===== config.mk =====
export PLATFORM = sky130hd
export DESIGN_NAME = freq_div
export DESIGN_NICKNAME = d
export VERILOG_FILES = /design/src/rtl/la_pkg.sv /design/src/rtl/freq_div.sv
export SDC_FILE = /design/constraint.sdc
export NUM_CORES = 1
export LEC_CHECK = 0
export BUFFER_PORTS_ARGS = -buffer_cell sky130_fd_sc_hd__buf_2
export CORE_AREA = 2 2 39 41
export DETAILED_ROUTE_END_ITERATION = 6
export DIE_AREA = 0 0 41 43
export GPL_ROUTABILITY_DRIVEN = 0
export GPL_TIMING_DRIVEN = 0
export PLACE_DENSITY = 0.42
export SLEW_MARGIN = 10
export SYNTH_ARGS = -nofsm -noshare
export SYNTH_HDL_FRONTEND = slang
export SYNTH_SLANG_ARGS = --single-unit

===== constraint.sdc =====
create_clock -name sys_clk -period 1.6 [get_ports sys_clk]
set_input_delay 0 -clock sys_clk [delete_from_list [all_inputs] [get_ports sys_clk]]
set_output_delay 0 -clock sys_clk [all_outputs]
set_load 0.01 [all_outputs]

===== src/rtl/la_pkg.sv =====
`default_nettype none

package la_pkg;

   // one bit per channel in a sample
   localparam int SAMPLE_W = 8;

   // test pattern register
   localparam logic [7:0] LFSR_SEED = 8'h01;  // any nonzero value works
   localparam logic [7:0] LFSR_TAPS = 8'hB8;  // feedback from bits 7 5 4 3

   // capture controller states
   typedef enum logic [2:0] {
      CAP_IDLE = 3'd0,  // nothing armed yet
      CAP_PRE  = 3'd1,  // filling pre-trigger history
      CAP_WAIT = 3'd2,  // history full and looking for trigger
      CAP_POST = 3'd3,  // trigger seen and filling the rest
      CAP_DONE = 3'd4   // record complete with start_addr valid
   } cap_state_e;

   // condition on the selected channel
   typedef enum logic [1:0] {
      TRIG_RISE = 2'd0,
      TRIG_FALL = 2'd1,
      TRIG_HIGH = 2'd2,
      TRIG_LOW  = 2'd3
   } trig_mode_e;

   // sample strobe every 1, 2, 4 or 8 clocks
   typedef enum logic [1:0] {
      RATE_DIV1 = 2'd0,
      RATE_DIV2 = 2'd1,
      RATE_DIV4 = 2'd2,
      RATE_DIV8 = 2'd3
   } rate_e;

endpackage

`default_nettype wire


===== src/rtl/freq_div.sv =====
`timescale 1ns/1ns
`default_nettype none

module freq_div (
   input  wire                  sys_clk,
   input  wire                  i_arst_n,
   input  wire la_pkg::rate_e   i_rate,
   output logic                 o_sample_en
);

   import la_pkg::*;

   rate_e        rate_q;    // rate seen last cycle
   logic [2:0]   cnt;       // clocks since last strobe
   logic [2:0]   term;      // divisor minus one
   logic [2:0]   cnt_base;
   logic         rate_chg;

   always_comb begin
      case (i_rate)
         RATE_DIV1: term = 3'd0;
         RATE_DIV2: term = 3'd1;
         RATE_DIV4: term = 3'd3;
         RATE_DIV8: term = 3'd7;
         default:   term = 3'd0;
      endcase
   end

   // a new rate counts from zero in this very cycle
   assign rate_chg = (i_rate != rate_q);
   assign cnt_base = rate_chg ? 3'd0 : cnt;

   always_ff @(posedge sys_clk or negedge i_arst_n) begin
      if (!i_arst_n) begin
         rate_q      <= RATE_DIV1;
         cnt         <= 3'd0;
         o_sample_en <= 1'b0;
      end else begin
         rate_q <= i_rate;
         if (cnt_base == term) begin
            cnt         <= 3'd0;
            o_sample_en <= 1'b1;  // one clock wide
         end else begin
            cnt         <= cnt_base + 3'd1;
            o_sample_en <= 1'b0;
         end
      end
   end

endmodule

`default_nettype wire


# Word-level counts from Yosys, hierarchy flattened
# Cells that the tools add are included.
# op_classes
add_sub_neg	1
n_mul	0
n_div	0
order_cmp	0
n_eq_ne	5
shifts	0
mux	4
bitwise	0
n_reduce_logical	1
# op_table
op	count
$pmux W3 S4	1
$mux W3	2
$eq A2 B2 Y1 const B	2
$add A3 B1 Y3 const B	1
$eq A3 B3 Y1	1
$eq A2 B1 Y1 const B	1
$logic_not A2 Y1	1
$ne A2 B2 Y1	1
$mux W1	1
# word_totals
reg_bits	6
latchBits	0
ram_bits	0
rom_bits	0
in_bits	4
out_inout_bits	1
wordCells	14
memories	0

# Longest topological paths before layout
# logic_depth
ltp_word	4
depth_mapped	3

# Worst setup path after synthesis
# No wires, ideal clock.
# synth_timing
path_kind	register to register
startpoint	reg cnt[2]
endpoint	reg o_sample_en
setup_ns	0.122
arrival_time_ns	0.982
setup_slack_ns	0.496
path_stages_with_launch	4
n_path_buf	0
synth_period_minus_slack_ns	1.104
path_cell_list	dfrtp_1 xnor2_1 a31o_1 a32o_1
# synth_between
elab_chain_len	3
# synth_rtl
item	line	source
start: declaration	freq_div.sv:14	logic [2:0] cnt;
start signal: assignment	freq_div.sv:44	cnt <= cnt_base + 3'd1;
$mux W3	freq_div.sv:31	assign cnt_base = rate_chg ? 3'd0 : cnt;
$eq A3 B3 Y1	freq_div.sv:40	if (cnt_base == term) begin
$mux W1	freq_div.sv:40	
end signal: assignment	freq_div.sv:37	o_sample_en <= 1'b0;
end signal: assignment	freq_div.sv:42	o_sample_en <= 1'b1;
end signal: assignment	freq_div.sv:45	o_sample_en <= 1'b0;
end: declaration	freq_div.sv:8	output logic o_sample_en
# No other way between the ends.

# Worst setup path in the final report
# layout_timing
startpoint	in i_rate[1]
endpoint	reg o_sample_en
# layout_between
elab_chain_len	4
elab_cells_between_ends	9
classes_between	eq/ne: 5; mux: 3; reduce/logical: 1
# layout_rtl
item	line	source
start: declaration	freq_div.sv:7	input wire la_pkg::rate_e i_rate,
$eq A2 B2 Y1 (tied with other cells)	freq_div.sv:20	case (i_rate)
$pmux W3 S4 / $mux W3 (equally long branches)	freq_div.sv:20, freq_div.sv:31	
$eq A3 B3 Y1 *	freq_div.sv:40	
$mux W1 *	freq_div.sv:40	
# Mark *: on every way between the ends. The rest lies on a longest branch, timed or not.

==> flow_results.org <==
** Power
- Total net switching power :: 0.0000865 W
- Of the total power, registers draw 0.482.
- In this run the static leakage power is 0.155 nW.
- The share of total power dissipated in the clock network is 0.363.
- Switching share of total power :: 0.238
- Worst vdd ir :: 363 uV
- The internal power of the cells totals 0.000276 W.
- The share of total power dissipated in combinational logic is 0.155.
- For this design the ratio of total power to cell area is 945 nW/um2.

** Worst setup path
- The setup path with the least slack is of type in -> reg.
- Data on the critical path is required at its endpoint by 1720 ps.
- Data arrival time of the worst path :: 1390 ps
- Together, buffers and inverters on the worst path number 2.
- The worst setup path is launched from an input port.
- Highest-delay cell along the critical path :: sky130_fd_sc_hd__dlygate4sd3_1
- Along the worst path, the maximum fanout reaches 7.
- Cell chain of the critical path :: dlygate4sd3_1 -> buf_2 -> xnor2_1 -> o311ai_0 -> a32o_1
- Endpoint type of the worst setup path :: flop
- Crit path launch :: i_rate[1]
- The cell family contributing the most delay on the critical path is buffers and inverters.
- Reg2Reg Launch Point :: cnt[2]$_DFF_PN0_
- The largest single stage delay on the critical path is 540 ps.

** Clocking
- Clock latency on the worst-skew pair :: 230 ps
- The number of setup buffers added after CTS is 0.
- CTS built an H-tree with a depth of 1.
- Bufs on Longest Clock Path :: 2
- For this design, the sink count on the clock tree is 6.
- After clock tree synthesis, the clock-pin slew on the worst setup and hold paths is 40 ps.
- Clock tree synthesis inserted a total of 3 buffers.
- Buffer type at the clock tree root :: sky130_fd_sc_hd__clkbuf_4
- TritonCTS built the clock tree.

** STA
- The final number of hold-violating endpoints came to 0.
- Setup violations remaining at the end of the flow were counted as 0.
- Adding up every negative setup slack in the final design gives 0 ps.
- RSZ-0062 raised after global routing :: no
- Final worst clock skew :: 0.161 ps
- The number of pins with negative max-slew slack in the final report is 0.
- Period minus WS final :: 1270 ps
- For the pin with the worst max-slew slack, the measured transition is 320 ps.
- Period utilization :: 0.791
- Based on the critical path, the design can be clocked at up to 790 MHz.
- Min setup slack post-route :: 334 ps
- Rel. slew slack :: 0.784

** Synthesis
- By area, the combinational part of the netlist is dominated by compound AO/OA/AOI/OAI gates.
- Area share of the leading cell type in the synthesized netlist :: 0.515
- Summed over all instances, the cell type with the most area after synthesis is sky130_fd_sc_hd__dfrtp_1.
- The synthesized-area fraction occupied by ao, oa, aoi and oai cells is 0.245.
- Leading post-synthesis cells by cell area :: sky130_fd_sc_hd__dfrtp_1 (52%), sky130_fd_sc_hd__xnor2_1 (9.0%), sky130_fd_sc_hd__o311ai_0 (6.0%)
- Synthesized cell area :: 292 um2
- Adder-cell share of the synthesized area :: 0
- The number of nets in the synthesized netlist is 31.
- #FFs+latches synth :: 6
- The portion of synthesized area spent on multiplexers is 0.
- In this run, distinct cell masters in the synthesized netlist total 15.
- Post-synthesis sequential area ratio :: 0.515
- Of the total synthesized cell area, the portion taken by XOR and XNOR cells is 0.0901.
- A synthesized cell averages 10.8 um2.
- Ys Warns :: 0
- Synthesis produced a netlist whose cell count is 27.
- Fraction of the mapped netlist area in simple logic gates :: 0.124

** Floorplanning
- The die is 43 um tall.
- Number of placement rows :: 14
- From left edge to right edge, the die measures 41 um.
- Initial standard-cell utilization of the core :: 0.211
- Pin placement for this block handled 5 I/O pins.
- Die ar. :: 1760 um2
- The core region is 1380 um2.

** Outcome
- Run status :: complete, no violations

** Cells and area
- After the flow finishes, the layout carries non-filler instances totaling 53.
- Fill cells in the final layout number 148.
- Share of post-route cells with drive strength above 1 :: 0.216
- Summing all non-filler instances in the final layout gives an area of 384 um2.
- The repair_antennas step left the layout with diodes totalling 0.
- At the end of the flow the core is filled with cells to 0.278.
- Area growth from synthesis to final layout :: 31.8%
- In the final design database the tool counted 43 nets.

** Placement
- Timing analysis after detailed placement gives a worst setup slack of 433 ps.
- In this run the tool buffered the top-level ports with 4 buffer cells.
- Once detailed placement completed, the half-perimeter wirelength came to 429 um.
- Cell total after placement :: 47
- Summing all placed instances gives a cell area of 332 um2.

** GRT
- First-pass GRT wire length :: 1040 um
- Vias in the first global route :: 242
- Across every metal layer, demand over resource in global routing totals 0.0900.
- The initial antenna violation count came to 0.
- Pin count of the biggest net entering global routing :: 8
- Remaining Overflow, GRT :: 0

** Routing
- Number of nets still failing antenna checks after routing :: 0
- In the final routed layout, each cell accounts on average for 10.8 um.
- Summed over all layers, the routed wires come to 573 um.
- Total via count after detailed routing :: 246
- Initial DRC count :: 3
- Before antenna repair, the detailed router went through 4 iterations.
- Using the TritonRoute via totals, the vias-per-cell ratio works out to 4.64.
- DR DRC count :: 0

** Min path
- The min-delay analysis places its worst path in the category in -> async.

** Run
- Number of maximum-capacitance violations :: 0
worst paths after layout:
| path | slack (ps) | to | cells after the start |
|---|---|---|---|
| setup / recovery | 330 | o_sample_en$_DFF_PN0_ | 5 |
| hold / removal | 120 | cnt[2]$_DFF_PN0_ | 2 |
| setup reg to reg | 420 | o_sample_en$_DFF_PN0_ | 3 |
| hold reg to reg | 590 | cnt[0]$_DFF_PN0_ | 1 |
| max in group asynchronous | 1330 | cnt[0]$_DFF_PN0_ | 2 |
| min in group sys_clk | 500 | rate_q[0]$_DFF_PN0_ | 2 |
Yosys cell counts (all sizes together):
cell	number
inv	2
o311ai	2
and2	1
nor2	1
a32o	1
a31o	1
nand2	3
a22oi	1
a21oi	2
nor4b	1
o211ai	1
nand2b	1
xnor2	3
dfrtp	6
a211o	1
worst reg2reg max path: stages, from the launching register on:
cell	delay, ps
sky130_fd_sc_hd__dfrtp_1	440
sky130_fd_sc_hd__xnor2_1	150
sky130_fd_sc_hd__a31o_1	220
sky130_fd_sc_hd__a32o_1	250
cells by family after synthesis:
kind of cell	after synthesis
XOR/XNOR	3
flip-flops	6
AND/OR/NAND/NOR	7
AO/OA/AOI/OAI	9
buffers and inverters	2
power groups by stage:
stage / clock (W) / sequential [W] / combinational [W]
floorplan: 0 / 0.000176 / 0.0000317
global route: 0.000153 / 0.000177 / 0.0000633
finish: 0.000132 / 0.000175 / 0.0000562
CTS: 0.000140 / 0.000175 / 0.0000572
detailed placement: 0 / 0.000177 / 0.0000512
global placement: 0 / 0.000177 / 0.0000493
metal layers:
| layer | GRT usage | wire length, um |
|---|---|---|
| met1 | 0.112 | 271 |
| met2 | 0.125 | 268 |
| met3 | 0.0628 | 34 |
| met4 | 0.0200 | 0 |
| met5 | 0 | 0 |
layout make-up:
class / instances / area [um2] / area share
timing repair buffer: 7 / 50.0 / 0.130
inverter: 2 / 7.51 / 0.0195
clock buffer: 3 / 22.5 / 0.0586
multi-input combinational: 19 / 134 / 0.349
tap: 16 / 20.0 / 0.0521
sequential: 6 / 150 / 0.391
cells in the final DEF (no fill, tap or decap), drive strengths merged:
cell type,n
dfrtp,6
a32o,1
nand2,3
clkbuf,3
a22oi,1
a31o,1
inv,2
nor2,1
o311ai,2
and2,1
buf,4
o211ai,1
nand2b,1
xnor2,3
dlygate4sd3,3
nor4b,1
a211o,1
a21oi,2
stage by stage:
step	power (W)	hold WS [ps]
after floorplan	0.000207	-296
after global placement	0.000226	-169
after detailed placement	0.000228	-165
after CTS	0.000372	122
after global routing	0.000393	129
final	0.000363	120
registers in the layout, summed over array words and instances (netlist names):
signal,count
rate_q,2
cnt,3
o_sample_en,1
repair_timing:
item	in CTS	in global routing
setup endpoints to repair	0	0
hold endpoints to repair	8	0
hold buffers	3	0
resized for setup	0	0
Power figures use the tool's default switching activity.
