$ cat src/rtl/la_pkg.sv
`default_nettype none

package la_pkg;

   // one bit per channel in a sample
   localparam int SAMPLE_W = 8;

   // test pattern register
   localparam logic [7:0] LFSR_SEED = 8'h01;  // any nonzero value works
   localparam logic [7:0] LFSR_TAPS = 8'hB8;  // feedback from bits 7 5 4 3

   // capture controller states
   typedef enum logic [2:0] {
      CAP_IDLE = 3'd0,  // nothing armed yet
      CAP_PRE  = 3'd1,  // filling pre-trigger history
      CAP_WAIT = 3'd2,  // history full and looking for trigger
      CAP_POST = 3'd3,  // trigger seen and filling the rest
      CAP_DONE = 3'd4   // record complete with start_addr valid
   } cap_state_e;

   // condition on the selected channel
   typedef enum logic [1:0] {
      TRIG_RISE = 2'd0,
      TRIG_FALL = 2'd1,
      TRIG_HIGH = 2'd2,
      TRIG_LOW  = 2'd3
   } trig_mode_e;

   // sample strobe every 1, 2, 4 or 8 clocks
   typedef enum logic [1:0] {
      RATE_DIV1 = 2'd0,
      RATE_DIV2 = 2'd1,
      RATE_DIV4 = 2'd2,
      RATE_DIV8 = 2'd3
   } rate_e;

endpackage

`default_nettype wire

$ cat src/rtl/sample_ctrl.sv
`timescale 1ns/1ns
`default_nettype none

module sample_ctrl #(
   parameter int DEPTH = 1024,
   parameter int AW    = 10
) (
   input  wire                          sys_clk,
   input  wire                          i_arst_n,
   input  wire                          i_sample_en,
   input  wire                          i_arm,
   input  wire [la_pkg::SAMPLE_W-1:0]   i_data,
   input  wire [2:0]                    i_chn_sel,
   input  wire la_pkg::trig_mode_e      i_trig_mode,
   input  wire [AW-1:0]                 i_pre_num,
   output logic                         o_wr_en,
   output logic [AW-1:0]                o_wr_addr,
   output logic [la_pkg::SAMPLE_W-1:0]  o_wr_data,
   output logic [AW-1:0]                o_start_addr,
   output logic                         o_finished,
   output logic                         o_busy
);

   import la_pkg::*;

   cap_state_e      state;
   logic [AW-1:0]   wr_ptr;      // free running around the ring
   logic [AW-1:0]   pre_cnt;     // history samples written so far
   logic [AW-1:0]   post_cnt;    // samples written after trigger
   logic [AW-1:0]   pre_q;       // config held for the whole record
   logic [2:0]      chn_q;
   trig_mode_e      mode_q;
   logic            prev_bit;    // channel bit of last written sample
   logic            cur_bit;
   logic            trig_hit;
   logic [AW-1:0]   post_last;   // final value of post_cnt
   logic            no_post;

   // trigger channel of the incoming sample
   assign cur_bit = i_data[chn_q];

   always_comb begin
      case (mode_q)
         TRIG_RISE: trig_hit = cur_bit & ~prev_bit;
         TRIG_FALL: trig_hit = ~cur_bit & prev_bit;
         TRIG_HIGH: trig_hit = cur_bit;
         TRIG_LOW:  trig_hit = ~cur_bit;
         default:   trig_hit = 1'b0;
      endcase
   end

   // DEPTH - pre_num - 1 samples follow the trigger
   assign post_last = AW'(DEPTH - 2) - pre_q;
   assign no_post   = (pre_q == AW'(DEPTH - 1));  // trigger is the newest sample

   assign o_busy    = (state == CAP_PRE) || (state == CAP_WAIT) || (state == CAP_POST);
   assign o_wr_en   = o_busy & i_sample_en;  // one write per strobe
   assign o_wr_addr = wr_ptr;
   assign o_wr_data = i_data;

   always_ff @(posedge sys_clk or negedge i_arst_n) begin
      if (!i_arst_n) begin
         state        <= CAP_IDLE;
         wr_ptr       <= '0;
         pre_cnt      <= '0;
         post_cnt     <= '0;
         pre_q        <= '0;
         chn_q        <= 3'd0;
         mode_q       <= TRIG_RISE;
         prev_bit     <= 1'b0;
         o_start_addr <= '0;
         o_finished   <= 1'b0;
      end else begin
         o_finished <= 1'b0;

         // pointer and edge history follow every write
         if (o_wr_en) begin
            wr_ptr   <= wr_ptr + 1'b1;
            prev_bit <= cur_bit;
         end

         case (state)
            CAP_IDLE, CAP_DONE: begin
               if (i_arm) begin
                  state   <= CAP_PRE;
                  pre_q   <= i_pre_num;    // latched so host may change inputs
                  chn_q   <= i_chn_sel;
                  mode_q  <= i_trig_mode;
                  pre_cnt <= '0;
               end
            end

            CAP_PRE: begin
               if (i_sample_en) begin
                  pre_cnt <= pre_cnt + 1'b1;
                  if (pre_cnt == pre_q - 1'b1) begin
                     state <= CAP_WAIT;  // history full
                  end
               end
            end

            CAP_WAIT: begin
               // older history keeps being overwritten until the trigger
               if (i_sample_en && trig_hit) begin
                  o_start_addr <= wr_ptr - pre_q;  // wraps mod DEPTH
                  post_cnt     <= '0;
                  if (no_post) begin
                     state      <= CAP_DONE;
                     o_finished <= 1'b1;
                  end else begin
                     state <= CAP_POST;
                  end
               end
            end

            CAP_POST: begin
               if (i_sample_en) begin
                  post_cnt <= post_cnt + 1'b1;
                  if (post_cnt == post_last) begin
                     state      <= CAP_DONE;
                     o_finished <= 1'b1;  // clock after the last write
                  end
               end
            end

            default: state <= CAP_IDLE;
         endcase
      end
   end

   // finished follows the last write of the record by one clock
   a_finish_after_write: assert property (@(posedge sys_clk) disable iff (!i_arst_n)
      o_finished |-> $past(o_wr_en));

   // finished is a single clock strobe
   a_finished_pulse: assert property (@(posedge sys_clk) disable iff (!i_arst_n)
      o_finished |=> !o_finished);

   // held pre_num stays nonzero for the whole record
   a_pre_num_range: assert property (@(posedge sys_clk) disable iff (!i_arst_n)
      o_busy |-> (pre_q != '0));

endmodule

`default_nettype wire

$ cat config.mk
export PLATFORM = sky130hd
export DESIGN_NAME = sample_ctrl
export DESIGN_NICKNAME = d
export VERILOG_FILES = /design/src/rtl/la_pkg.sv /design/src/rtl/sample_ctrl.sv
export SDC_FILE = /design/constraint.sdc
export NUM_CORES = 1
export LEC_CHECK = 0
export ABC_CLOCK_PERIOD_IN_PS = 3500
export BUFFER_PORTS_ARGS = -buffer_cell sky130_fd_sc_hd__buf_2
export CORE_ASPECT_RATIO = 1.2
export CORE_MARGIN = 2
export CORE_UTILIZATION = 53
export DETAILED_ROUTE_END_ITERATION = 8
export PLACE_DENSITY = 0.75
export SLEW_MARGIN = 20
export SYNTH_ARGS = -nofsm -noshare
export SYNTH_HDL_FRONTEND = slang
export SYNTH_SLANG_ARGS = --single-unit
$ cat constraint.sdc
create_clock -name sys_clk -period 3.5 [get_ports sys_clk]
set_clock_uncertainty 0.2 [all_clocks]
set_input_delay 0.875 -clock sys_clk [delete_from_list [all_inputs] [get_ports sys_clk]]
set_output_delay 0.875 -clock sys_clk [all_outputs]
set_load 0.01 [all_outputs]
# Yosys cells after proc, flatten, opt, wreduce, memory -nomap -nowiden
# Cells that the tools add are included.
# Widths: inputs -> output; s select.
# word_totals
ff_bits,60
in_bits,27
out_inout_bits,31
word_cells,73
# classes
addsub,6
order_cmp,1
eq_ne,16
n_mux,22
bitwise,5
reduce_logical,13
# op_table
cell,n
$mux 10,4
$pmux 10 s2,2
$add 10x1->10 const B,3
$mux 3,7
$eq 10x10->1,2
$pmux 3 s4,1
$eq 10x10->1 const B,1
$sub 10x1->10 const B,1
$sub 10x10->10,1
$sub 10x10->10 const A,1
$eq 3x2->1 const B,2
$ne 2x1->1 const B,3
$ne 2x2->1 const B,3
$reduce_and 3->1,2
$reduce_and 6->1,1
$mux 1,5
$eq 2x2->1 const B,2
$lt 3x4->1 const B,1
$pmux 1 s4,1
$reduce_and 2->1,2
$reduce_bool 2->1,2
$and 1x1->1,3
$bmux 1 s3,1
$eq 3x1->1 const B,1
other kinds (9),11

# Logic depth before layout (Yosys ltp)
# logic_depth
ltp_word,8
ltp_mapped,10
mapped_depth_nobuf,10

# Least setup slack after synthesis
# OpenSTA, ideal clock, no wires.
# synth_path
path_type,input -> register
start,in i_data[7] in the netlist's numbering
end,reg o_start_addr[9]
setup_time_ps,130
t_arrival_ps,2510
required_time_ps,3170
setup_slack_ps,660
path_stages,7
n_path_buf,1
path_cell_list,mux4_2 mux2i_1 mux2i_2 nand3b_1 nor3b_1 buf_2 a31oi_1
# synth_via
elab_chain_cells,7
word_cells_on_any_way,8
cone_classes,mux: 3; bitwise: 3; reduce/logical: 2
# synth_rtl
element,line,source
"start, declared",sample_ctrl.sv:12,"input wire [la_pkg::SAMPLE_W-1:0] i_data,"
$bmux 1 s3 *,sample_ctrl.sv:40,assign cur_bit = i_data[chn_q];
$mux 1 (implied by the code) *,sample_ctrl.sv:40,
$not 1->1,"sample_ctrl.sv:45, sample_ctrl.sv:47",
$and 1x1->1,sample_ctrl.sv:45,TRIG_FALL: trig_hit = ~cur_bit & prev_bit;
$pmux 1 s4 *,sample_ctrl.sv:43,case (mode_q)
$logic_and 1x1->1 *,sample_ctrl.sv:104,if (i_sample_en && trig_hit) begin
$reduce_and 2->1 (no line) *,-,
"end signal, assigned",sample_ctrl.sv:105,o_start_addr <= wr_ptr - pre_q;
"end, declared",sample_ctrl.sv:19,"output logic [AW-1:0] o_start_addr,"
# Mark *: on every way between the ends. The rest lies on a longest branch, timed or not. The select of a mux whose other input is x is not followed.
# A chain may end at the register's enable or synchronous reset.

# Worst setup path after layout
# layout_path
start,reg pre_q[1]
end,reg o_start_addr[9]
# layout_via
elab_chain_cells,1
# layout_rtl
element,line,source
"start, declared",sample_ctrl.sv:30,logic [AW-1:0] pre_q;
"start signal, assigned",sample_ctrl.sv:86,pre_q <= i_pre_num;
$sub 10x10->10,sample_ctrl.sv:105,
# No other way between the ends.

==> out/metrics.csv <==
metric;value;unit
leakage power;1.96;nW
worst hold path startpoint;o_start_addr[7]$_DFFE_PN0P_;
worst-case clock buffer depth;2;
routed wire length;9130;µm
Clk Tree Root Cell;clkbuf_8;
Fillers;632;
Post-synth EDFFs;0;
unrepaired setup endpoints after global routing;no;
Synth Flop Type;dfrtp_1;
post-CTS setup repair buffer count;0;
Post-DP HPWL;7050;µm
Tot GR Track Use;25.0;%
synthesized netlist net count;457;
Power per Cell Area;838;mW/mm²
MaxCap Viol Count;0;
first-pass GRT wire length;15100;µm
sequential-to-total area share from yosys stat;39.1;%
endpoint class of the critical path;register;
initial antenna violation count;0;
H-tree depth;3;
leading area contributor after synthesis;dfrtp_1;
Initial Util;53.7;%
Req. time, crit path;3.56;ns
DR iter-0 viols;210;
Mapped Cells;415;
hold depth;2;
Reg2Reg Depth;9;
GPL Wtd Cong;0.969;
total gr overflow;0;
Seq cells post-synth;60;
Final min period;2.88;ns
final period utilization;82.3;%
Ys Warns;0;
P&R area growth vs syn;12.3;%
CTS Hold Bufs;0;
Synth Area per Inst;9.26;µm²
critical path arrival;2.94;ns
I/O pin count;58;
Final Util;60.3;%
core area;0.00715;mm²
Core Rows;34;
largest fanout on the critical path;6;
TritonCTS clock tree;yes;
Final setup viols;0;
synth top area cells;dfrtp_1, xnor2_1, ha_1;
die height;97.3;µm
startpoint types;register;
post-DR wirelength/cell;16.4;µm
via/cell ratio;5.73;
Slew Limit Fails;0;
die area;0.00795;mm²
post-cts sizing count;0;
asr flop ratio synth;100;%
Skew-Pair Late Insertion Delay;0.34;ns
via count;3181;
worst slew pin tran;0.851;ns
status;finished, final reports clean;
die width;81.7;µm
drt pass-1 iters;4;
Worst-path clk slew;0.06;ns
largest net degree at the start of global routing;39;
min-delay worst type;reg2reg;
Critical Path Start;pre_q[1]$_DFFE_PN0P_;
worst rel slew slack;43.3;%
Final ANT Viol Nets;0;
DRC Markers;0;
Clock Sinks;60;
Layout Nets;503;
Fin Setup TNS;0;ns
final count of hold timing violations;0;
total CTS buffers;9;
Synth top area share;39.1;%
mapped cell area;0.00384;mm²
Fmax achieved;0.347;GHz
n_diodes;0;
Max VDD drop;0.423;mV
library cells used by synthesis;59;
WS Path Type;reg2reg;
layout cell share with drive strength beyond 1;20.9;%
port buffer count;57;
RR Startpoint;pre_q[1]$_DFFE_PN0P_;
vias in the first global route;3193;
==> worst max-delay path: stages, from the launching register on <==
cell	delay, ns
dfrtp_1	0.49
inv_1	0.13
ha_1	0.28
nor2b_1	0.13
o21ai_1	0.18
a21boi_1	0.13
o31a_1	0.29
o311a_1	0.33
or4_1	0.48
a31oi_1	0.17
==> Yosys cell counts, types with 3 or more instances <==
cell type / count
buf_2: 6
nand2_1: 37
xor2_1: 20
o211ai_1: 8
dfrtp_1: 60
nand2b_1: 5
and2_1: 3
nand4_1: 12
and3_1: 6
or3_1: 5
inv_1: 18
buf_4: 9
xnor2_1: 30
ha_1: 14
a31oi_1: 4
a21oi_1: 13
nor2b_1: 3
a211oi_1: 3
o21ai_1: 7
clkbuf_1: 10
nor2_1: 28
o21ai_0: 26
mux2_2: 7
o31ai_1: 5
nor3_1: 12
nand3_1: 22
==> flip-flops by register name, indices dropped and copies added, names as in the netlist <==
signal,count
o_finished,1
pre_q,10
pre_cnt,10
post_cnt,10
state,3
o_start_addr,10
prev_bit,1
mode_q,2
o_wr_addr,10
chn_q,3
==> per-layer routing <==
metal | track usage (%) | routed length, µm | vias to the layer above | part of all wire, %
met2 | 40.2 | 4520 | 91 | 50
met3 | 4.74 | 397 | 23 | 4.3
met5 | 0 | 0 | - | 0
li1 | - | - | 1547 | -
met1 | 32.1 | 3930 | 1520 | 43
met4 | 11.5 | 280 | 0 | 3.1
==> metrics by stage <==
step                      hold slack (ns)  area [µm²]  worst slack [ns]  total power, mW  instances
final                               0.270        4310             0.621             3.62        555
after global routing                0.311        4310             0.484             3.90        555
after CTS                           0.278        4310             0.637             3.62        555
after detailed placement            0.264        4130             0.324             3.03        540
after global placement              0.266        4130             0.396             2.96        540
after floorplan                     0.291        3840             0.660             2.55        415
==> layout make-up <==
class / count / area (µm²) / share of cell area, %
clock buffers: 14 / 183 / 4.24
clock inverters: 1 / 5.00 / 0.116
flip-flops and latches: 60 / 1500 / 34.8
inverters: 18 / 67.6 / 1.57
multi-input cells: 310 / 2120 / 49.2
well taps: 90 / 113 / 2.61
repair buffers: 62 / 323 / 7.48
==> layout by cell type, fill, tap and decap left out, types with 4 or more instances in the layout <==
cell type / count
a31oi_1: 4
xor2_1: 20
dfrtp_1: 60
o31ai_1: 5
o21ai_1: 7
inv_1: 18
or3_1: 5
buf_4: 5
nand2b_1: 5
nand4_1: 12
nor2_1: 28
nand2_1: 37
o211ai_1: 8
o21ai_0: 26
ha_1: 14
clkbuf_8: 13
xnor2_1: 30
nor3_1: 12
and3_1: 6
a21oi_1: 13
nand3_1: 22
buf_2: 57
mux2_2: 7
==> path summary, 6_finish.rpt <==
kind,slack (ns),end
worst max-delay path,0.62,o_start_addr[9]$_DFFE_PN0P_
worst min-delay path,0.27,o_start_addr[7]$_DFFE_PN0P_
worst max register to register,0.62,o_start_addr[9]$_DFFE_PN0P_
worst min register to register,0.27,o_start_addr[7]$_DFFE_PN0P_
max in group asynchronous,2.36,pre_cnt[1]$_DFFE_PN0P_
min in group asynchronous,0.31,o_start_addr[4]$_DFFE_PN0P_
==> power by group <==
group	leakage, nW	internal (mW)	switching [mW]
sequential	0.766	0.924	0.384
combinational	1.10	0.768	0.952
clock	0.0986	0.330	0.257
total	1.96	2.02	1.59
==> logic make-up (layout without fill, tap and decap cells) <==
logic type	after synthesis	after routing	synth area share (%)
AO/OA/AOI/OAI	81	81	13.8
XOR/XNOR	50	50	11.4
adder cells (fa/ha/maj)	15	15	5.08
buffers and inverters	45	95	5.70
flip-flops	60	60	39.1
multiplexers	12	12	4.10
AND/OR/NAND/NOR	152	152	20.8
Power figures use the tool's default switching activity.
