[src/rtl/la_pkg.sv]
`default_nettype none

package la_pkg;

   // one bit per channel in a sample
   localparam int SAMPLE_W = 8;

   // test pattern register
   localparam logic [7:0] LFSR_SEED = 8'h01;  // any nonzero value works
   localparam logic [7:0] LFSR_TAPS = 8'hB8;  // feedback from bits 7 5 4 3

   // capture controller states
   typedef enum logic [2:0] {
      CAP_IDLE = 3'd0,  // nothing armed yet
      CAP_PRE  = 3'd1,  // filling pre-trigger history
      CAP_WAIT = 3'd2,  // history full and looking for trigger
      CAP_POST = 3'd3,  // trigger seen and filling the rest
      CAP_DONE = 3'd4   // record complete with start_addr valid
   } cap_state_e;

   // condition on the selected channel
   typedef enum logic [1:0] {
      TRIG_RISE = 2'd0,
      TRIG_FALL = 2'd1,
      TRIG_HIGH = 2'd2,
      TRIG_LOW  = 2'd3
   } trig_mode_e;

   // sample strobe every 1, 2, 4 or 8 clocks
   typedef enum logic [1:0] {
      RATE_DIV1 = 2'd0,
      RATE_DIV2 = 2'd1,
      RATE_DIV4 = 2'd2,
      RATE_DIV8 = 2'd3
   } rate_e;

endpackage

`default_nettype wire

[src/rtl/lfsr.sv]
`timescale 1ns/1ns
`default_nettype none

module lfsr (
   input  wire          sys_clk,
   input  wire          i_arst_n,
   input  wire          i_step,
   output logic [7:0]   o_data
);

   import la_pkg::*;

   logic [7:0]   lfsr_q;
   logic         fb_bit;

   // fibonacci form with xor of tapped bits entering at bit 0
   assign fb_bit = ^(lfsr_q & LFSR_TAPS);
   assign o_data = lfsr_q;

   always_ff @(posedge sys_clk or negedge i_arst_n) begin
      if (!i_arst_n) begin
         lfsr_q <= LFSR_SEED;
      end else if (i_step) begin
         lfsr_q <= {lfsr_q[6:0], fb_bit};  // one step per sample strobe
      end
   end

   // all-zero lockup state is never reachable from the seed
   a_never_zero: assert property (@(posedge sys_clk) disable iff (!i_arst_n)
      lfsr_q != 8'h00);

endmodule

`default_nettype wire

[config.mk]
export PLATFORM = sky130hd
export DESIGN_NAME = lfsr
export DESIGN_NICKNAME = d
export VERILOG_FILES = /design/src/rtl/la_pkg.sv /design/src/rtl/lfsr.sv
export SDC_FILE = /design/constraint.sdc
export NUM_CORES = 1
export LEC_CHECK = 0
export ABC_AREA = 1
export BUFFER_PORTS_ARGS = -buffer_cell sky130_fd_sc_hd__buf_2
export CORE_AREA = 10 10 47 49
export CTS_BUF_LIST = sky130_fd_sc_hd__clkbuf_8
export CTS_CLUSTER_SIZE = 14
export DETAILED_ROUTE_END_ITERATION = 12
export DIE_AREA = 0 0 57 59
export PLACE_DENSITY = 0.57
export SLEW_MARGIN = 20
export SYNTH_ARGS = -nofsm -noshare
export SYNTH_HDL_FRONTEND = slang
export SYNTH_SLANG_ARGS = --single-unit
[constraint.sdc]
create_clock -name sys_clk -period 0.8 [get_ports sys_clk]
set_input_delay 0.04 -clock sys_clk [delete_from_list [all_inputs] [get_ports sys_clk]]
set_output_delay 0.04 -clock sys_clk [all_outputs]
set_load 0.01 [all_outputs]
======== Word level (Yosys, flattened, before mapping) ========
Cells that the tools add are included.
W data, S select, Z words.
word-level totals
  input port bits ......................... 3
  output and inout port bits .............. 8
  logic and storage cells ................. 2
  flip-flop bits (word level) ............. 8
cells by class
  reductions and logical operators ........ 1
operator list
  kind               number
  $reduce_xor A8 Y1  1

======== Longest topological paths before layout ========
Gate-level depths: netlist of the first run.
  depth in word-level cells ............... 1
  mapped depth ............................ 6
  mapped depth without buffers ............ 6

======== Least setup slack after synthesis of the first run ========
OpenSTA, ideal clock, no wires.
  path kind ............................... flip-flop to flip-flop
  from .................................... register lfsr_q[4], in the netlist o_data[4]
  to ...................................... register lfsr_q[0], in the netlist o_data[0]
  buffers on the path ..................... 0
  data required time ...................... 0.724 ns
  slack ................................... -0.043 ns
  library setup time ...................... 0.076 ns
  period minus slack after synthesis ...... 0.843 ns
  stages on the path, launching flop included .. 7
  data arrival time ....................... 0.767 ns
  cells stage by stage .................... dfrtp_1 -> nand2_1 -> inv_1 -> nor2_1 -> nand2_1 -> nand3_1 -> nand2_1
on the way
  word-level cells in the longest chain between the ends .. 1
RTL lines
  element                 RTL line    text
  from (decl)             lfsr.sv:13  logic [7:0] lfsr_q;
  from (signal assigned)  lfsr.sv:24  lfsr_q <= {lfsr_q[6:0], fb_bit};
  $reduce_xor A8 Y1       lfsr.sv:17  assign fb_bit = ^(lfsr_q & LFSR_TAPS);
No other way between the ends.
A chain may end at the register's enable or synchronous reset.

======== Worst setup path in the final report of the first run ========
  from .................................... register lfsr_q[3], in the netlist o_data[3]
  to ...................................... output port o_data[3]
RTL lines
  element    RTL line   text
  to (decl)  lfsr.sv:8  output logic [7:0] o_data
No word-level cell between the ends.

==> impl_metrics.tcl, run 1 <==
set metrics [dict create \
    crit_arrival_ns 0.88 \
    filler_cell_count 153 \
    place_area_sq_um 460 \
    max_freq_ghz 1.08 \
    pwr-share-seq 0.349 \
    synth_cells 46 \
    peakVddDrop_v 0.00167 \
    power.density_nw_per_um2 3130 \
    first_iter_violations 0 \
    timing.slew.headroom 0.866 \
    synth_top_family_by_area "simple AND/OR/NAND/NOR gates" \
    grt_max_degree 13 \
    coreArea_sq_um 1400 \
    drtPass1Iterations 1 \
    yosysSeqAreaShare 0.549 \
    setup_ws_ns -0.125 \
    syn_to_final_growth_pct 59.7 \
    netlist_top_cells_area "dfrtp_1 48%, nand2_1 19%, o21ai_0 9.6%, dfstp_2 7.2%, inv_1 6.1%" \
    drc 0 \
    rows 14 \
    cts_tree "done" \
    drive_gt1_frac 0.418 \
    min_path_type "primary input to register" \
    cts_buffers 3 \
    ys.flop_type "dfrtp_1" \
    switchingPower_w 0.000571 \
    synth-simple-area-share 0.246 \
    final_area_sq_um 586 \
    crit_end "o_data[3]" \
    synth_compound_area_frac 0.0956 \
    clock_skew_ns 0.00532 \
    start_util 0.262 \
    crit_path_start_kind "register" \
    synth_nets 49 \
    place_congestion 0.719 \
    postSynth.asyncResetShare 1.00 \
    grtUsageTotal 0.0556 \
    clk_pin_slew_ns 0.04 \
    ant_nets 0 \
    post_synth_xor_area_fraction 0 \
    vias 359 \
    worstPathRequired_ns 0.76 \
    cp_max_fo 5 \
    diodes 0 \
    crit_start "o_data[3]" \
    post-route-period-util 1.16 \
    antenna_found_initial 0 \
    pwr-share-comb 0.384 \
    cts_htree_levels 1 \
    p_int_w 0.00126 \
    clockRootBuffer "clkbuf_8" \
    rsz0062_at_grt "yes" \
    hold_viol 0 \
    crit_type "register to primary output" \
    clock_latency_ns 0.23 \
    timing.rr.end "o_data[0]" \
    io_buffers 10 \
    grt_pass1_wl_microns 1510 \
    synth.most_common_cell "nand2_1" \
    die_y_microns 59 \
    setup_viol 8 \
    worst-r2r-cell-count 6 \
    final_nets 71 \
    yosys.area_share.adder 0 \
    gr-total-overflow 0 \
    p_leak_nw 0.314 \
    dp_hpwl_microns 627 \
    clockBufferDepth 2 \
    ys_ff_latch 8 \
    cts_num_sinks 8 \
    synth_warnings 0 \
    r2r-start "o_data[3]" \
    wl_per_cell_microns 10.5 \
    synth_area_sq_um 367 \
    io-pin-count 11 \
    vias_per_cell 4.33 \
    drt_wl_total_microns 871 \
    violations "setup timing" \
    sw_frac_of_total 0.312 \
    yosysTopAreaCell "dfrtp_1" \
    yosysUniqueCellTypes 10 \
    syn_area_per_cell_sq_um 7.97 \
    status "finished with violations" \
    crit_path_end_kind "primary output" \
    synth.top_cells.by_count "19 x nand2_1, 7 x dfrtp_1, 7 x o21ai_0, 6 x inv_1, 2 x nor2_1" \
    pwr-share-clk 0.266 \
    worst_pin_slew_ns 0.201 \
    synth_edf_count 0 \
    synth_top_area_frac 0.478 \
    grt_pass1_vias 368 \
    fin_crit_ns 0.925 \
    power.total_w 0.00183 \
    largest_reg_flops 8 \
    cap_viol_max_count 0 \
    synthMuxAreaShare 0 \
    fin_setup_tns_ns -0.607 \
    die_w_microns 57 \
    slew_viol_final 0 \
    reg2reg_slack_ns -0.08 \
    die-area_sq_um 3360 \
]
## final cells by class
| class | count | area, sq um | share of cell area |
|---|---|---|---|
| sequential | 8 | 203 | 0.346 |
| timing repair buffer | 18 | 159 | 0.271 |
| multi-input combinational | 30 | 133 | 0.226 |
| clock buffer | 3 | 41.3 | 0.0705 |
| inverter | 7 | 26.3 | 0.0449 |
| tap | 16 | 20.0 | 0.0342 |
| clock inverter | 1 | 3.75 | 0.00641 |
## through the flow
stage	worst slack [ns]	util	hold slack, ns	std cells
6_report	-0.125	0.418	0.134	83
5_1_grt	-0.152	0.418	0.156	83
4_1_cts	-0.143	0.399	0.134	82
3_5_place_dp	-0.0908	0.329	-0.106	76
3_3_place_gp	-0.0654	0.329	-0.111	76
2_1_floorplan	-0.0347	-	-0.256	46
## how the worst min path moves through the flow
stage	start	endpoint	slack (ns)	depth (start not counted)
2_1_floorplan	i_arst_n	o_data[1]	-0.26	0
3_3_place_gp	i_arst_n	o_data[6]	-0.11	1
3_5_place_dp	i_arst_n	o_data[2]	-0.11	1
4_1_cts	i_step	o_data[3]	0.13	2
5_1_grt	i_step	o_data[0]	0.16	3
6_report	i_step	o_data[3]	0.13	2
## worst max-delay path, cell delays in order (launching register included)
cell and delay, ns:
dfrtp_2 0.43, buf_6 0.12, buf_6 0.11
## cell usage in the layout (no fill, tap or decap)
| cell type | synthesis | routed |
|---|---|---|
| nand3_2 | 0 | 1 |
| inv_2 | 1 | 3 |
| buf_2 | 0 | 5 |
| dfrtp_2 | 0 | 1 |
| nand2_1 | 19 | 18 |
| inv_1 | 6 | 5 |
| dfrtp_1 | 7 | 6 |
| clkbuf_8 | 1 | 3 |
| buf_6 | 0 | 9 |
| o21ai_0 | 7 | 6 |
| buf_4 | 0 | 3 |
| dfstp_2 | 1 | 1 |
| nand2_2 | 1 | 2 |
| nor2_1 | 2 | 2 |
| dlygate4sd3_1 | 0 | 1 |
| o21ai_1 | 0 | 1 |
## per-layer routing
layer | wire length (microns) | up-vias | global-route usage
met4 | 7 | 0 | 0.0302
met5 | 0 | - | 0
met1 | 374 | 169 | 0.0553
li1 | - | 181 | -
met3 | 60 | 2 | 0.0258
met2 | 429 | 7 | 0.0946
## power groups by stage
stage	logic, W	clock network (W)	registers (W)
2_1_floorplan	0.000201	0	0.000675
3_3_place_gp	0.000494	0	0.000626
3_5_place_dp	0.000505	0	0.000629
4_1_cts	0.000631	0.000504	0.000641
5_1_grt	0.000785	0.000527	0.000659
6_report	0.000704	0.000488	0.000641
## cell families after synthesis
logic type / count (synthesis)
simple gates: 23
flops: 8
compound gates: 7
buf+inv: 8
## repair_timing
action | in CTS | in global routing
setup endpoints to repair | 9 | 12
hold buffers | 1 | 0
pin swaps | 0 | 1
hold endpoints to repair | 8 | 0
gates resized for setup | 9 | 5
setup buffers | 1 | 2
Note: power is estimated with default switching activity, not from simulation.
==> inputs of run 2 (changes only) <==
--- a/config.mk
+++ b/config.mk
@@ -5,14 +5,13 @@
 export SDC_FILE = /design/constraint.sdc
 export NUM_CORES = 1
 export LEC_CHECK = 0
-export ABC_AREA = 1
-export BUFFER_PORTS_ARGS = -buffer_cell sky130_fd_sc_hd__buf_2
 export CORE_AREA = 10 10 47 49
 export CTS_BUF_LIST = sky130_fd_sc_hd__clkbuf_8
 export CTS_CLUSTER_SIZE = 14
 export DETAILED_ROUTE_END_ITERATION = 12
 export DIE_AREA = 0 0 57 59
-export PLACE_DENSITY = 0.57
+export DONT_BUFFER_PORTS = 1
+export PLACE_DENSITY = 0.45
 export SLEW_MARGIN = 20
 export SYNTH_ARGS = -nofsm -noshare
 export SYNTH_HDL_FRONTEND = slang
==> impl_metrics.tcl, run 2 <==
set metrics [dict create \
    status "finished with violations" \
    violations "hold timing, setup timing" \
    grt_max_degree 10 \
    place_congestion 0.633 \
    setup_viol 12 \
    synth_warnings 0 \
    final_nets 40 \
    crit_type "register to primary output" \
    worstPathRequired_ns 0.76 \
    min_path_type "primary input to register" \
    syn_area_per_cell_sq_um 15.3 \
    worst-r2r-cell-count 3 \
    whs_ns -0.132 \
    grtUsageTotal 0.0473 \
    hp-start "i_step" \
    final_area_sq_um 544 \
    layout_common_cells "11 x buf_6, 4 x mux2_2, 4 x dfrtp_1" \
    setup_ws_ns -0.131 \
    rsz0062_at_grt "yes" \
    yosysTopAreaCell "dfrtp_1" \
    clock_skew_ns 0.00140 \
    drc 0 \
    ys_ff_latch 8 \
    peakVddDrop_v 0.00204 \
    clockBufferDepth 2 \
    slew_viol_final 0 \
    io-pin-count 11 \
    coreArea_sq_um 1400 \
    grt_pass1_wl_microns 1210 \
    syn_to_final_growth_pct 69.9 \
    vias_per_cell 3.96 \
    yosysSeqAreaShare 0.629 \
    hold_end "o_data[0]" \
    synth.top_cells.by_count "7 x dfrtp_1, 7 x mux2_2, 3 x xnor2_1" \
    r2r-start "o_data[3]" \
    filler_cell_count 144 \
    synth_cells 21 \
    rows 14 \
    reg2reg_slack_ns -0.10 \
    worst_pin_slew_ns 0.364 \
    crit_path_end_kind "primary output" \
    max_freq_ghz 1.07 \
    first_iter_violations 2 \
    cts_buffers 3 \
    p_leak_nw 0.245 \
    synth_edf_count 0 \
    hold_buffers 1 \
    synth_top_area_frac 0.547 \
    postSynth.asyncResetShare 1.00 \
    yosysUniqueCellTypes 7 \
    hold_viol 8 \
    clk_pin_slew_ns 0.04 \
    drive_gt1_frac 0.750 \
    start_util 0.229 \
    fin_setup_tns_ns -0.659 \
    clock_latency_ns 0.22 \
    multi_input_area_sq_um 140 \
    timing.rr.end "o_data[0]" \
    cts_htree_levels 1 \
    clockRootBuffer "clkbuf_8" \
    place_area_sq_um 410 \
    synth_nets 24 \
    post-route-period-util 1.16 \
    cts_num_sinks 8 \
    netlist_top_cells_area "dfrtp_1 55%, mux2_2 25%, dfstp_2 8.2%, xnor2_1 8.2%, a21oi_1 1.6%" \
    crit_arrival_ns 0.89 \
    vias 206 \
    die_y_microns 59 \
    cap_viol_max_count 0 \
    crit_path_start_kind "register" \
    power.density_nw_per_um2 4850 \
    min_path_cells 1 \
    timing.slew.headroom 0.757 \
    diodes 0 \
    cp_max_fo 3 \
    fin_crit_ns 0.931 \
    drtPass1Iterations 3 \
    grt_pass1_vias 266 \
    die_w_microns 57 \
    ys.flop_type "dfrtp_1" \
    gr-total-overflow 0 \
    wl_per_cell_microns 13.5 \
    antenna_found_initial 0 \
    largest_reg_flops 8 \
    ff_latch_area_sq_um 205 \
    drt_wl_total_microns 701 \
    cts_tree "done" \
    synth_area_sq_um 320 \
    die-area_sq_um 3360 \
    io_buffers 0 \
    final_common_cell "buf_6" \
    ant_nets 0 \
]
[run 2: routing by layer]
metal / GRT usage / wire [microns] / up-vias / part of all wire
li1: - / - / 100 / -
met3: 0.0472 / 121 / 0 / 0.17
met2: 0.0527 / 260 / 11 / 0.37
met4: 0.0302 / 0 / 0 / 0
met1: 0.0529 / 319 / 95 / 0.46
met5: 0 / 0 / - / 0
[run 2: metrics by stage]
| stage | hold slack (ns) | util | setup WS (ns) | instances | total power (W) |
|---|---|---|---|---|---|
| after floorplan | -0.256 | - | -0.0864 | 21 | 0.00128 |
| after global placement | -0.255 | 0.293 | -0.0901 | 46 | 0.00173 |
| after detailed placement | -0.255 | 0.293 | -0.111 | 46 | 0.00176 |
| after CTS | -0.137 | 0.367 | -0.126 | 52 | 0.00253 |
| after global routing | -0.134 | 0.388 | -0.164 | 52 | 0.00283 |
| final | -0.132 | 0.388 | -0.131 | 52 | 0.00264 |
[run 2: final cells by class]
cell class | instances | area share
timing repair buffer | 12 | 0.246
multi-input combinational | 12 | 0.257
sequential | 8 | 0.377
clock buffer | 3 | 0.0759
tap | 16 | 0.0368
clock inverter | 1 | 0.00690
[run 2: worst max-delay path: stages, from the launching register on]
cell	delay (ns)
dfrtp_1	0.42
buf_6	0.14
buf_6	0.11
[run 2: power breakdown]
part / internal, W / switching (W) / total, W
registers: 0.000650 / 0.000259 / 0.000910
clock network: 0.000332 / 0.000152 / 0.000484
logic: 0.000885 / 0.000358 / 0.00124
[run 2: logic make-up (layout without fill, tap and decap cells)]
kind of cell,after synthesis,count (layout),share of synthesized area
xor gates and xnor gates,3,3,0.0820
AOI/OAI and AO/OA,1,1,0.0156
muxes,7,7,0.246
DFF,8,8,0.629
and+or+nand+nor,1,1,0.0117
buffers and inverters,1,16,0.0156
[run 2: timing repair]
item                                    in CTS  in global routing
endpoints found under the hold margin       16                  8
buffers inserted                             1                  0
endpoints found under the setup margin      11                 16
resized for setup                           11                  8
pin swaps                                    1                  0
[run 2: worst max path at each step]
stage,start,end,cells after the start
5_1_grt,o_data[7],o_data[7],2
6_report,o_data[7],o_data[7],2
3_5_place_dp,o_data[4],o_data[0],3
4_1_cts,o_data[4],o_data[4],2
3_3_place_gp,o_data[3],o_data[0],3
2_1_floorplan,o_data[4],o_data[0],3
